==> src/rtl/cache_pkg.sv <==
/* Shared widths, size and protection types, cache geometry functions,
   core and memory request structs, compare stage states */
`default_nettype none

package cache_pkg;

  //////////////////////////////////////////////////
  // Widths and field types
  //////////////////////////////////////////////////

  // Default address and data width
  localparam int XLEN = 32;

  typedef logic [XLEN-1:0]   xlen_t;
  typedef logic [XLEN/8-1:0] byte_en_t;

  // Access size, encoded as on the core bus
  typedef enum logic [2:0] {
    BYTE  = 3'b000,
    HWORD = 3'b001,
    WORD  = 3'b010
  } biu_size_t;

  // Privileged, instruction, cacheable hint
  typedef logic [2:0] biu_prot_t;

  //////////////////////////////////////////////////
  // Geometry, SIZE in bytes and block size in bits
  //////////////////////////////////////////////////

  function automatic int no_of_sets(input int size, input int block_size, input int ways);
    return (size * 8) / (block_size * ways);
  endfunction

  function automatic int no_of_block_offset_bits(input int block_size);
    return $clog2(block_size / 8);
  endfunction

  function automatic int no_of_index_bits(input int sets);
    return $clog2(sets);
  endfunction

  function automatic int no_of_tag_bits(input int xlen, input int idx_bits, input int offs_bits);
    return xlen - idx_bits - offs_bits;
  endfunction

  // Way number width, one bit minimum for a direct mapped cache
  function automatic int no_of_way_bits(input int ways);
    return (ways > 1) ? $clog2(ways) : 1;
  endfunction

  //////////////////////////////////////////////////
  // Request structs and states
  //////////////////////////////////////////////////

  // One core request as seen by the setup stage
  typedef struct packed {
    xlen_t     adr;
    biu_size_t size;
    logic      lock;
    biu_prot_t prot;
    logic      we;
    xlen_t     wdata;
    logic      cacheable;
    logic      misaligned;
  } cpu_req_t;

  // One access on the memory port
  typedef struct packed {
    xlen_t     adr;
    logic      we;
    byte_en_t  be;
    xlen_t     wdata;
    logic      lock;
    biu_prot_t prot;
  } mem_req_t;

  typedef enum logic [1:0] {
    IDLE,
    MEM_READ,
    MEM_WRITE
  } cmp_state_e;

endpackage

`default_nettype wire

==> src/rtl/cache_setup.sv <==
/* Cache setup stage, registers the core request and drives the array index */
`timescale 1ns/1ps
`default_nettype none

module cache_setup
  import cache_pkg::*;
#(
  parameter  int XLEN          = cache_pkg::XLEN,
  parameter  int SIZE          = 64,
  parameter  int WAYS          = 2,

  localparam int SETS          = no_of_sets(SIZE, XLEN, WAYS),
  localparam int BLK_OFFS_BITS = no_of_block_offset_bits(XLEN),
  localparam int IDX_BITS      = no_of_index_bits(SETS)
)
(
  input  logic                clk_i,
  input  logic                rst_ni,

  input  logic                stall_i,
  input  logic                flush_i,
  input  logic                req_i,
  input  cpu_req_t            req_data_i,

  output logic                stage_valid_o,
  output cpu_req_t            stage_req_o,
  output logic [IDX_BITS-1:0] idx_o
);

  //////////////////////////////////////////////////
  // Stage register
  //////////////////////////////////////////////////

  logic                flush_dly;
  logic [IDX_BITS-1:0] adr_idx;
  logic [IDX_BITS-1:0] adr_idx_dly;

  // Flush seen one cycle late by the index mux
  always_ff @(posedge clk_i or negedge rst_ni)
    if (!rst_ni) flush_dly <= 1'b0;
    else         flush_dly <= flush_i;

  // Request valid, killed by flush, held during a stall
  always_ff @(posedge clk_i or negedge rst_ni)
    if      (!rst_ni)  stage_valid_o <= 1'b0;
    else if (flush_i)  stage_valid_o <= 1'b0;
    else if (!stall_i) stage_valid_o <= req_i;

  // Request fields
  always_ff @(posedge clk_i)
    if (!stall_i) stage_req_o <= req_data_i;

  //////////////////////////////////////////////////
  // Array index
  //////////////////////////////////////////////////

  // Set index straight from the live address
  assign adr_idx = req_data_i.adr[BLK_OFFS_BITS +: IDX_BITS];

  // Held copy, so the arrays keep reading the staged set
  // Also reloaded right after a flush
  always_ff @(posedge clk_i)
    if (!stall_i || flush_dly) adr_idx_dly <= adr_idx;

  // Memories register this index themselves
  assign idx_o = (stall_i && !flush_dly) ? adr_idx_dly : adr_idx;

  // Staged request frozen while the compare stage stalls
  a_stage_hold : assert property (
    @(posedge clk_i) disable iff (!rst_ni)
    stall_i && stage_valid_o |=> $stable(stage_req_o) && stage_valid_o
  );

endmodule

`default_nettype wire

==> src/rtl/cache_ways.sv <==
/* Tag, valid and data arrays of all ways, registered read, byte-enabled
   write port, flush clear and per-set round-robin victim pointer */
`timescale 1ns/1ps
`default_nettype none

module cache_ways
  import cache_pkg::*;
#(
  parameter  int XLEN          = cache_pkg::XLEN,
  parameter  int SIZE          = 64,
  parameter  int WAYS          = 2,

  localparam int SETS          = no_of_sets(SIZE, XLEN, WAYS),
  localparam int BLK_OFFS_BITS = no_of_block_offset_bits(XLEN),
  localparam int IDX_BITS      = no_of_index_bits(SETS),
  localparam int TAG_BITS      = no_of_tag_bits(XLEN, IDX_BITS, BLK_OFFS_BITS),
  localparam int WAY_BITS      = no_of_way_bits(WAYS)
)
(
  input  logic                     clk_i,
  input  logic                     rst_ni,
  input  logic                     flush_i,

  // Read side
  input  logic [IDX_BITS     -1:0] rd_idx_i,
  output logic [WAYS*TAG_BITS-1:0] tags_o,
  output logic [WAYS         -1:0] valids_o,
  output logic [WAYS*XLEN    -1:0] datas_o,
  output logic [WAY_BITS     -1:0] victim_o,

  // Write side
  input  logic                     wr_en_i,
  input  logic [WAY_BITS     -1:0] wr_way_i,
  input  logic [IDX_BITS     -1:0] wr_idx_i,
  input  logic [TAG_BITS     -1:0] wr_tag_i,
  input  logic [XLEN         -1:0] wr_data_i,
  input  logic [XLEN/8       -1:0] wr_be_i,
  input  logic                     alloc_i
);

  logic [WAYS-1:0][SETS-1:0]     valid_q;
  logic [SETS-1:0][WAY_BITS-1:0] victim_q;
  logic [IDX_BITS-1:0]           idx_q;

  //////////////////////////////////////////////////
  // Tag and data memories, one pair per way
  //////////////////////////////////////////////////

  for (genvar w = 0; w < WAYS; w++)
  begin : gen_way
    logic [TAG_BITS-1:0] tag_mem [SETS];
    logic [XLEN    -1:0] data_mem [SETS];
    logic [TAG_BITS-1:0] tag_q;
    logic [XLEN    -1:0] data_q;
    logic                way_we;

    assign way_we = wr_en_i && (wr_way_i == WAY_BITS'(w));

    // Write port, data under byte enables
    always_ff @(posedge clk_i)
      if (way_we)
      begin
        tag_mem[wr_idx_i] <= wr_tag_i;
        for (int b = 0; b < XLEN/8; b++)
          if (wr_be_i[b]) data_mem[wr_idx_i][8*b +: 8] <= wr_data_i[8*b +: 8];
      end

    // Registered read, returns old contents on a same-edge write
    always_ff @(posedge clk_i)
    begin
      tag_q  <= tag_mem[rd_idx_i];
      data_q <= data_mem[rd_idx_i];
    end

    assign tags_o[w*TAG_BITS +: TAG_BITS] = tag_q;
    assign datas_o[w*XLEN +: XLEN]        = data_q;
    assign valids_o[w]                    = valid_q[w][idx_q];
  end

  //////////////////////////////////////////////////
  // Valid bits and victim pointers in flops
  //////////////////////////////////////////////////

  // Read index copy, lines valid and victim up with the memories
  always_ff @(posedge clk_i or negedge rst_ni)
    if (!rst_ni) idx_q <= '0;
    else         idx_q <= rd_idx_i;

  // Flush wipes every line at once
  always_ff @(posedge clk_i or negedge rst_ni)
    if      (!rst_ni)            valid_q <= '0;
    else if (flush_i)            valid_q <= '0;
    else if (wr_en_i && alloc_i) valid_q[wr_way_i][wr_idx_i] <= 1'b1;

  // Round-robin, next way after every refill of the set
  always_ff @(posedge clk_i or negedge rst_ni)
    if (!rst_ni) victim_q <= '0;
    else if (wr_en_i && alloc_i)
    begin
      if (victim_q[wr_idx_i] == WAY_BITS'(WAYS-1)) victim_q[wr_idx_i] <= '0;
      else victim_q[wr_idx_i] <= victim_q[wr_idx_i] + 1'b1;
    end

  assign victim_o = victim_q[idx_q];

  // Compare stage never points past the last way
  a_way_range : assert property (
    @(posedge clk_i) disable iff (!rst_ni)
    wr_en_i |-> (int'(wr_way_i) < WAYS)
  );

endmodule

`default_nettype wire

==> src/rtl/cache_compare.sv <==
/* Compare stage, tag compare and hit select, byte enables and merge,
   memory access FSM for misses and write-through, core response */
`timescale 1ns/1ps
`default_nettype none

module cache_compare
  import cache_pkg::*;
#(
  parameter  int XLEN          = cache_pkg::XLEN,
  parameter  int SIZE          = 64,
  parameter  int WAYS          = 2,

  localparam int SETS          = no_of_sets(SIZE, XLEN, WAYS),
  localparam int BLK_OFFS_BITS = no_of_block_offset_bits(XLEN),
  localparam int IDX_BITS      = no_of_index_bits(SETS),
  localparam int TAG_BITS      = no_of_tag_bits(XLEN, IDX_BITS, BLK_OFFS_BITS),
  localparam int WAY_BITS      = no_of_way_bits(WAYS),
  localparam int BE_W          = XLEN/8
)
(
  input  logic                     clk_i,
  input  logic                     rst_ni,

  input  logic                     stage_valid_i,
  input  cpu_req_t                 stage_req_i,

  // Array read data, aligned with the staged request
  input  logic [WAYS*TAG_BITS-1:0] tags_i,
  input  logic [WAYS         -1:0] valids_i,
  input  logic [WAYS*XLEN    -1:0] datas_i,
  input  logic [WAY_BITS     -1:0] victim_i,

  // Array write port
  output logic                     wr_en_o,
  output logic [WAY_BITS     -1:0] wr_way_o,
  output logic [IDX_BITS     -1:0] wr_idx_o,
  output logic [TAG_BITS     -1:0] wr_tag_o,
  output logic [XLEN         -1:0] wr_data_o,
  output logic [BE_W         -1:0] wr_be_o,
  output logic                     alloc_o,

  // Core response
  output logic                     stall_o,
  output logic                     ack_o,
  output logic                     err_o,
  output logic [XLEN         -1:0] rdata_o,

  // Memory port
  output logic                     mem_valid_o,
  output mem_req_t                 mem_req_o,
  input  logic                     mem_ack_i,
  input  logic [XLEN         -1:0] mem_rdata_i
);

  cmp_state_e          state_q;
  cmp_state_e          state_d;
  logic                done_q;
  logic [XLEN    -1:0] rdata_q;
  logic                active;
  logic                need_mem;
  logic [TAG_BITS-1:0] core_tag;
  logic [IDX_BITS-1:0] core_idx;
  logic [WAYS    -1:0] hit_way;
  logic                hit;
  logic [WAY_BITS-1:0] hit_idx;
  logic [XLEN    -1:0] hit_data;
  logic [BE_W    -1:0] be_mask;
  logic [BE_W    -1:0] byte_en;
  logic [XLEN    -1:0] wdata_al;

  //////////////////////////////////////////////////
  // Tag compare
  //////////////////////////////////////////////////

  assign core_tag = stage_req_i.adr[XLEN-1 -: TAG_BITS];
  assign core_idx = stage_req_i.adr[BLK_OFFS_BITS +: IDX_BITS];

  always_comb
  begin
    hit_idx  = '0;
    hit_data = '0;
    for (int w = 0; w < WAYS; w++)
    begin
      hit_way[w] = valids_i[w] && (tags_i[w*TAG_BITS +: TAG_BITS] == core_tag);
      if (hit_way[w])
      begin
        hit_idx  = WAY_BITS'(w);
        hit_data = datas_i[w*XLEN +: XLEN];
      end
    end
  end

  assign hit = |hit_way;

  // Byte lanes from size, data copied into every lane
  always_comb
  begin
    case (stage_req_i.size)
      BYTE:
      begin
        be_mask  = BE_W'(1);
        wdata_al = {(XLEN/8){stage_req_i.wdata[7:0]}};
      end
      HWORD:
      begin
        be_mask  = BE_W'(3);
        wdata_al = {(XLEN/16){stage_req_i.wdata[15:0]}};
      end
      WORD:
      begin
        be_mask  = BE_W'(15);
        wdata_al = {(XLEN/32){stage_req_i.wdata[31:0]}};
      end
      default:
      begin
        be_mask  = '1;
        wdata_al = stage_req_i.wdata;
      end
    endcase
    byte_en = be_mask << stage_req_i.adr[BLK_OFFS_BITS-1:0];
  end

  //////////////////////////////////////////////////
  // Memory access FSM
  //////////////////////////////////////////////////

  // Staged request not yet answered
  assign active   = stage_valid_i && !done_q;
  // Everything but a cacheable read hit goes to memory
  assign need_mem = !stage_req_i.misaligned &&
                    (stage_req_i.we || !stage_req_i.cacheable || !hit);

  always_comb
  begin
    state_d = state_q;
    case (state_q)
      IDLE:
        if (active && need_mem) state_d = stage_req_i.we ? MEM_WRITE : MEM_READ;
      MEM_READ,
      MEM_WRITE:
        if (mem_ack_i) state_d = IDLE;
      default:
        state_d = IDLE;
    endcase
  end

  always_ff @(posedge clk_i or negedge rst_ni)
    if (!rst_ni)
    begin
      state_q <= IDLE;
      done_q  <= 1'b0;
    end
    else
    begin
      state_q <= state_d;
      // One cycle marker, keeps the old request from restarting
      done_q  <= (state_q != IDLE) && mem_ack_i;
    end

  always_ff @(posedge clk_i)
    if (state_q == MEM_READ && mem_ack_i) rdata_q <= mem_rdata_i;

  // Request fields are held by the setup stage during the access
  assign mem_valid_o       = (state_q != IDLE);
  assign mem_req_o.adr     = {stage_req_i.adr[XLEN-1:BLK_OFFS_BITS], {BLK_OFFS_BITS{1'b0}}};
  assign mem_req_o.we      = (state_q == MEM_WRITE);
  assign mem_req_o.be      = (state_q == MEM_WRITE) ? byte_en : '1;
  assign mem_req_o.wdata   = wdata_al;
  assign mem_req_o.lock    = stage_req_i.lock;
  assign mem_req_o.prot    = stage_req_i.prot;

  //////////////////////////////////////////////////
  // Array updates and core response
  //////////////////////////////////////////////////

  // Refill into victim, or merge a write hit, on the memory acknowledge
  assign alloc_o   = (state_q == MEM_READ);
  assign wr_en_o   = mem_ack_i && stage_req_i.cacheable &&
                     (alloc_o || (state_q == MEM_WRITE && hit));
  assign wr_way_o  = alloc_o ? victim_i : hit_idx;
  assign wr_idx_o  = core_idx;
  assign wr_tag_o  = core_tag;
  assign wr_data_o = alloc_o ? mem_rdata_i : wdata_al;
  assign wr_be_o   = alloc_o ? '1 : byte_en;

  assign stall_o = (state_q != IDLE) || (active && need_mem);
  assign ack_o   = done_q ||
                   (active && state_q == IDLE && !need_mem && !stage_req_i.misaligned);
  assign err_o   = active && stage_req_i.misaligned;
  assign rdata_o = done_q ? rdata_q : hit_data;

  a_mem_req_stable : assert property (
    @(posedge clk_i) disable iff (!rst_ni)
    mem_valid_o && !mem_ack_i |=> $stable(mem_req_o)
  );

  // Same line never sits in two ways
  a_one_hit : assert property (
    @(posedge clk_i) disable iff (!rst_ni)
    stage_valid_i |-> $onehot0(hit_way)
  );

endmodule

`default_nettype wire

==> src/rtl/cache_top.sv <==
/* Level-1 data cache top, setup, ways and compare stages wired to core and memory */
`timescale 1ns/1ps
`default_nettype none

module cache_top
  import cache_pkg::*;
#(
  parameter  int XLEN          = cache_pkg::XLEN,
  parameter  int SIZE          = 64,
  parameter  int WAYS          = 2,

  localparam int SETS          = no_of_sets(SIZE, XLEN, WAYS),
  localparam int BLK_OFFS_BITS = no_of_block_offset_bits(XLEN),
  localparam int IDX_BITS      = no_of_index_bits(SETS),
  localparam int TAG_BITS      = no_of_tag_bits(XLEN, IDX_BITS, BLK_OFFS_BITS),
  localparam int WAY_BITS      = no_of_way_bits(WAYS)
)
(
  input  logic            clk_i,
  input  logic            rst_ni,
  input  logic            flush_i,

  // Core side
  input  logic            req_i,
  input  cpu_req_t        req_data_i,
  output logic            stall_o,
  output logic            ack_o,
  output logic            err_o,
  output logic [XLEN-1:0] rdata_o,

  // Memory side
  output logic            mem_valid_o,
  output mem_req_t        mem_req_o,
  input  logic            mem_ack_i,
  input  logic [XLEN-1:0] mem_rdata_i
);

  //////////////////////////////////////////////////
  // Stage interconnect
  //////////////////////////////////////////////////

  logic                     stage_valid;
  cpu_req_t                 stage_req;
  logic [IDX_BITS     -1:0] idx;
  logic [WAYS*TAG_BITS-1:0] tags;
  logic [WAYS         -1:0] valids;
  logic [WAYS*XLEN    -1:0] datas;
  logic [WAY_BITS     -1:0] victim;
  logic                     wr_en;
  logic [WAY_BITS     -1:0] wr_way;
  logic [IDX_BITS     -1:0] wr_idx;
  logic [TAG_BITS     -1:0] wr_tag;
  logic [XLEN         -1:0] wr_data;
  logic [XLEN/8       -1:0] wr_be;
  logic                     alloc;

  // Request register and index, back-pressured by the compare stage
  cache_setup #(.XLEN(XLEN), .SIZE(SIZE), .WAYS(WAYS)) u_setup (
    .clk_i, .rst_ni, .stall_i(stall_o), .flush_i, .req_i, .req_data_i,
    .stage_valid_o(stage_valid), .stage_req_o(stage_req), .idx_o(idx)
  );

  cache_ways #(.XLEN(XLEN), .SIZE(SIZE), .WAYS(WAYS)) u_ways (
    .clk_i, .rst_ni, .flush_i, .rd_idx_i(idx),
    .tags_o(tags), .valids_o(valids), .datas_o(datas), .victim_o(victim),
    .wr_en_i(wr_en), .wr_way_i(wr_way), .wr_idx_i(wr_idx), .wr_tag_i(wr_tag),
    .wr_data_i(wr_data), .wr_be_i(wr_be), .alloc_i(alloc)
  );

  // Hit check, memory FSM and core answer
  cache_compare #(.XLEN(XLEN), .SIZE(SIZE), .WAYS(WAYS)) u_compare (
    .clk_i, .rst_ni, .stage_valid_i(stage_valid), .stage_req_i(stage_req),
    .tags_i(tags), .valids_i(valids), .datas_i(datas), .victim_i(victim),
    .wr_en_o(wr_en), .wr_way_o(wr_way), .wr_idx_o(wr_idx), .wr_tag_o(wr_tag),
    .wr_data_o(wr_data), .wr_be_o(wr_be), .alloc_o(alloc),
    .stall_o, .ack_o, .err_o, .rdata_o,
    .mem_valid_o, .mem_req_o, .mem_ack_i, .mem_rdata_i
  );

endmodule

`default_nettype wire

==> config.mk <==
export PLATFORM = sky130hd
export DESIGN_NAME = cache_top
export DESIGN_NICKNAME = d
export VERILOG_FILES = /design/src/rtl/cache_pkg.sv /design/src/rtl/cache_setup.sv /design/src/rtl/cache_ways.sv /design/src/rtl/cache_compare.sv /design/src/rtl/cache_top.sv
export SDC_FILE = /design/constraint.sdc
export NUM_CORES = 1
export LEC_CHECK = 0
export ABC_CLOCK_PERIOD_IN_PS = 5550
export BUFFER_PORTS_ARGS = -buffer_cell sky130_fd_sc_hd__buf_2
export CELL_PAD_IN_SITES_DETAIL_PLACEMENT = 0
export CELL_PAD_IN_SITES_GLOBAL_PLACEMENT = 1
export CORE_ASPECT_RATIO = 1.1
export CORE_MARGIN = 3
export CORE_UTILIZATION = 48
export DETAILED_ROUTE_END_ITERATION = 10
export PLACE_DENSITY_LB_ADDON = 0.3
export SLEW_MARGIN = 20
export SYNTH_ARGS = -nofsm -noshare
export SYNTH_HDL_FRONTEND = slang
export SYNTH_HIERARCHICAL = 1
export SYNTH_SLANG_ARGS = --single-unit
==> constraint.sdc <==
create_clock -name clk_i -period 5.55 [get_ports clk_i]
set_input_delay 1.11 -clock clk_i [delete_from_list [all_inputs] [get_ports clk_i]]
set_output_delay 1.11 -clock clk_i [all_outputs]
set_load 0.01 [all_outputs]
==> results by group <==
Placement
  – Placed cell area: around 50000 um^2
  – Detailed placement HPWL: roughly 65000 um
  – Final RePlAce weighted congestion: about 0.82
  – I/O Buffers: about 220

Worst setup path
  – CP Capture Type: primary output
  – CP Launch Type: flip-flop
  – Worst EP required: ~4.4 ns
  – CP delay by family, top: buffers and inverters
  – Crit path top cell by count: buf_4
  – Crit Path Class: reg2out
  – Slowest CP cell: edfxtp_1
  – WP buf/inv: 3
  – CP max FO: 34
  – Slowest stage delay, CP: around 0.63 ns
  – CP Cell Sequence: xnor2_1 > nand4_1 > nor3_4 > buf_4 > a211o_4 > buf_4 > o211ai_2 > buf_2
  – CP arrival: 4.13 ns

Routing
  – Routed wire per std cell: 28.0 um
  – DR vias: between 20000 and 25000
  – Final ANT Viol Nets: 0
  – Total Wirelength: roughly 110000 um
  – 1st-pass router iterations: 8
  – Routed vias/inst: roughly 5.8
  – Residual DRC count: 0
  – Iter 0 DRT Violations: 2225

Power
  – Power per cell area: 508 nW/um^2
  – Peak VDD IR: about 0.37 mV
  – Pleak: about 18 nW

Yosys
  – Synth async-reset ratio: 0.0266
  – Synthesized area: 46400 um^2
  – Top cells by area, synth: edfxtp_1, mux4_2, dfxtp_1
  – Post-synth EDFFs: between 1000 and 1500
  – FF+latch count, synth: ~1200
  – Synth area leader: edfxtp_1
  – Most common cell in the netlist: edfxtp_1
  – Synth unique cells: between 50 and 60
  – Post-synthesis sequential area ratio: 0.749
  – Post-synth top flop: edfxtp_1
  – Synth Area per Inst: about 21 um^2
  – Synthesis Warnings: 6
  – Syn Inst Count: 2240
  – Top cells by instance count after synthesis: edfxtp_1, mux4_2, mux2_2
  – Synth top area share: 0.681

CTS
  – H-tree level count: 3
  – Clock root buffer: clkbuf_16
  – CTS tree: yes
  – CTS Buf Count: roughly 120
  – Cts repair resizes: 0
  – Worst-path clk slew: ~0.06 ns
  – Hold_buf cts: 0
  – Worst skew pair latency: ~0.70 ns
  – Setup repair bufs after CTS: 0
  – Clock tree sinks: between 1000 and 1500
  – Clk buf depth: 3

Global route
  – Largest net degree at the start of global routing: 100
  – Vias in the first global route: 23006
  – Total track usage: 0.214
  – Total gr overflow: 0
  – Initial antenna violation count: 6
  – First-pass GRT wire length: ~160000 um

STA
  – RSZ-0062 raised after global routing: no
  – Tcrit/Tclk final: 0.944
  – Worst slew pin tran: approximately 1.1 ns
  – Slew HR: 0.293
  – Worst hold slack: ~0.5 ns
  – Setup TNS: 0 ns
  – Peak Freq: 191 MHz
  – Fin. max-slew vios: 0
  – Clk_skew: slightly below 0.04 ns
  – Final min period: around 5.2 ns
  – Setup violations, final: 0
  – Final Hold Viols: 0

Floorplanning
  – IO Count: 220
  – Die height: between 300 and 400 um
  – Rows: 119
  – Full die area: 101000 um^2
  – Initial Utilization: 0.484
  – Die W: about 300 um
  – Core ar.: between 90000 and 100000 um^2

Run status
  – Status: completed

Layout
  – Post-layout nets: 2564
  – Fraction of layout cells with a size suffix above 1: 0.380
  – P&R area growth vs syn: 14.0%
  – Final instance area: roughly 53000 um^2

Min path
  – Worst hold path class: reg2reg

Run
  – Max capacitance violation total: 0
[metrics by stage]
step	setup slack [ns]	instances	util	total power [mW]
CTS	0.225	3824	0.552	27.2
detailed placement	0.608	3600	0.508	18.7
global placement	0.676	3600	0.508	18.5
floorplan	0.971	2241	-	16.5
global route	0.119	3824	0.552	28.0
finish	0.313	3829	0.552	26.9
[cell type report]
type                    instances  area (um^2)
fillers                      7260        43000
flip-flops and latches       1203        34800
multi-input cells             847        10700
clock buffers                 158         3310
diodes                          5         12.5
clock inverters                66          876
well taps                    1270         1590
inverters                       6         25.0
repair buffers                274         1650
[final timing paths]
path	startpoint	slack, ns	depth (start not counted)	endpoint
max	u_setup/stage_req_o[49]	0.31	8	rdata_o[26]
min	u_ways/valid_q[4]	0.50	2	u_ways/valid_q[4]
max reg2reg	u_ways/idx_q[0]	0.70	12	u_ways/gen_way[0].data_q[21]
min reg2reg	u_ways/valid_q[4]	0.50	2	u_ways/valid_q[4]
max in group asynchronous	rst_ni	4.44	1	u_compare/done_q
min in group asynchronous	rst_ni	0.52	1	u_ways/valid_q[12]
[per-layer routing]
| metal | track usage | up-vias | wire length, um |
|---|---|---|---|
| met3 | 0.0414 | 138 | 7840 |
| met4 | 0.0628 | 2 | 2480 |
| li1 | - | 9417 | - |
| met5 | 0 | - | 13 |
| met2 | 0.352 | 827 | 53500 |
| met1 | 0.294 | 11765 | 43400 |
[worst reg2reg max path, delay by kind of cell, from the launching register on]
family	cells	cell delay, ns
flip-flops	1	0.57
multiplexers	5	2.33
buffers and inverters	2	0.66
AO/OA/AOI/OAI	2	0.79
AND/OR/NAND/NOR	3	0.38
[report_power, final]
part | internal [mW] | total [mW] | switching (mW)
sequential | 11.9 | 12.7 | 0.794
clock | 5.11 | 8.46 | 3.35
combinational | 2.29 | 5.77 | 3.48
[registers in the layout (all words and copies together) (netlist names)]
name	flops
u_ways/gen_way.data_q	64
u_setup/stage_req_o	74
u_setup/adr_idx_dly	3
u_ways/gen_way.tag_mem	432
u_ways/victim_q	8
u_ways/valid_q	16
u_setup/flush_dly	1
u_compare/rdata_q	32
u_setup/stage_valid_o	1
u_compare/state_q	2
u_ways/idx_q	3
u_ways/gen_way.data_mem	512
u_ways/gen_way.tag_q	54
u_compare/done_q	1
[cells in the final DEF (no fill, tap or decap), drive strengths merged, types with 37 or more instances in the layout]
master and n:
xnor2 54, and2 41, clkinv 38, mux4 243, edfxtp 1053, mux2 180, buf 274, nor2 51
nand2 37, dfxtp 118, clkbuf 158
[logic make-up after synthesis]
kind of cell / synth area share
AO/OA/AOI/OAI: 0.0141
XOR/XNOR: 0.0102
adder cells (fa/ha/maj): 0.000808
buffers and inverters: 0.0251
flip-flops: 0.749
multiplexers: 0.165
other: 0.0000807
AND/OR/NAND/NOR: 0.0364
No activity file was read; power rests on OpenSTA's default activity.
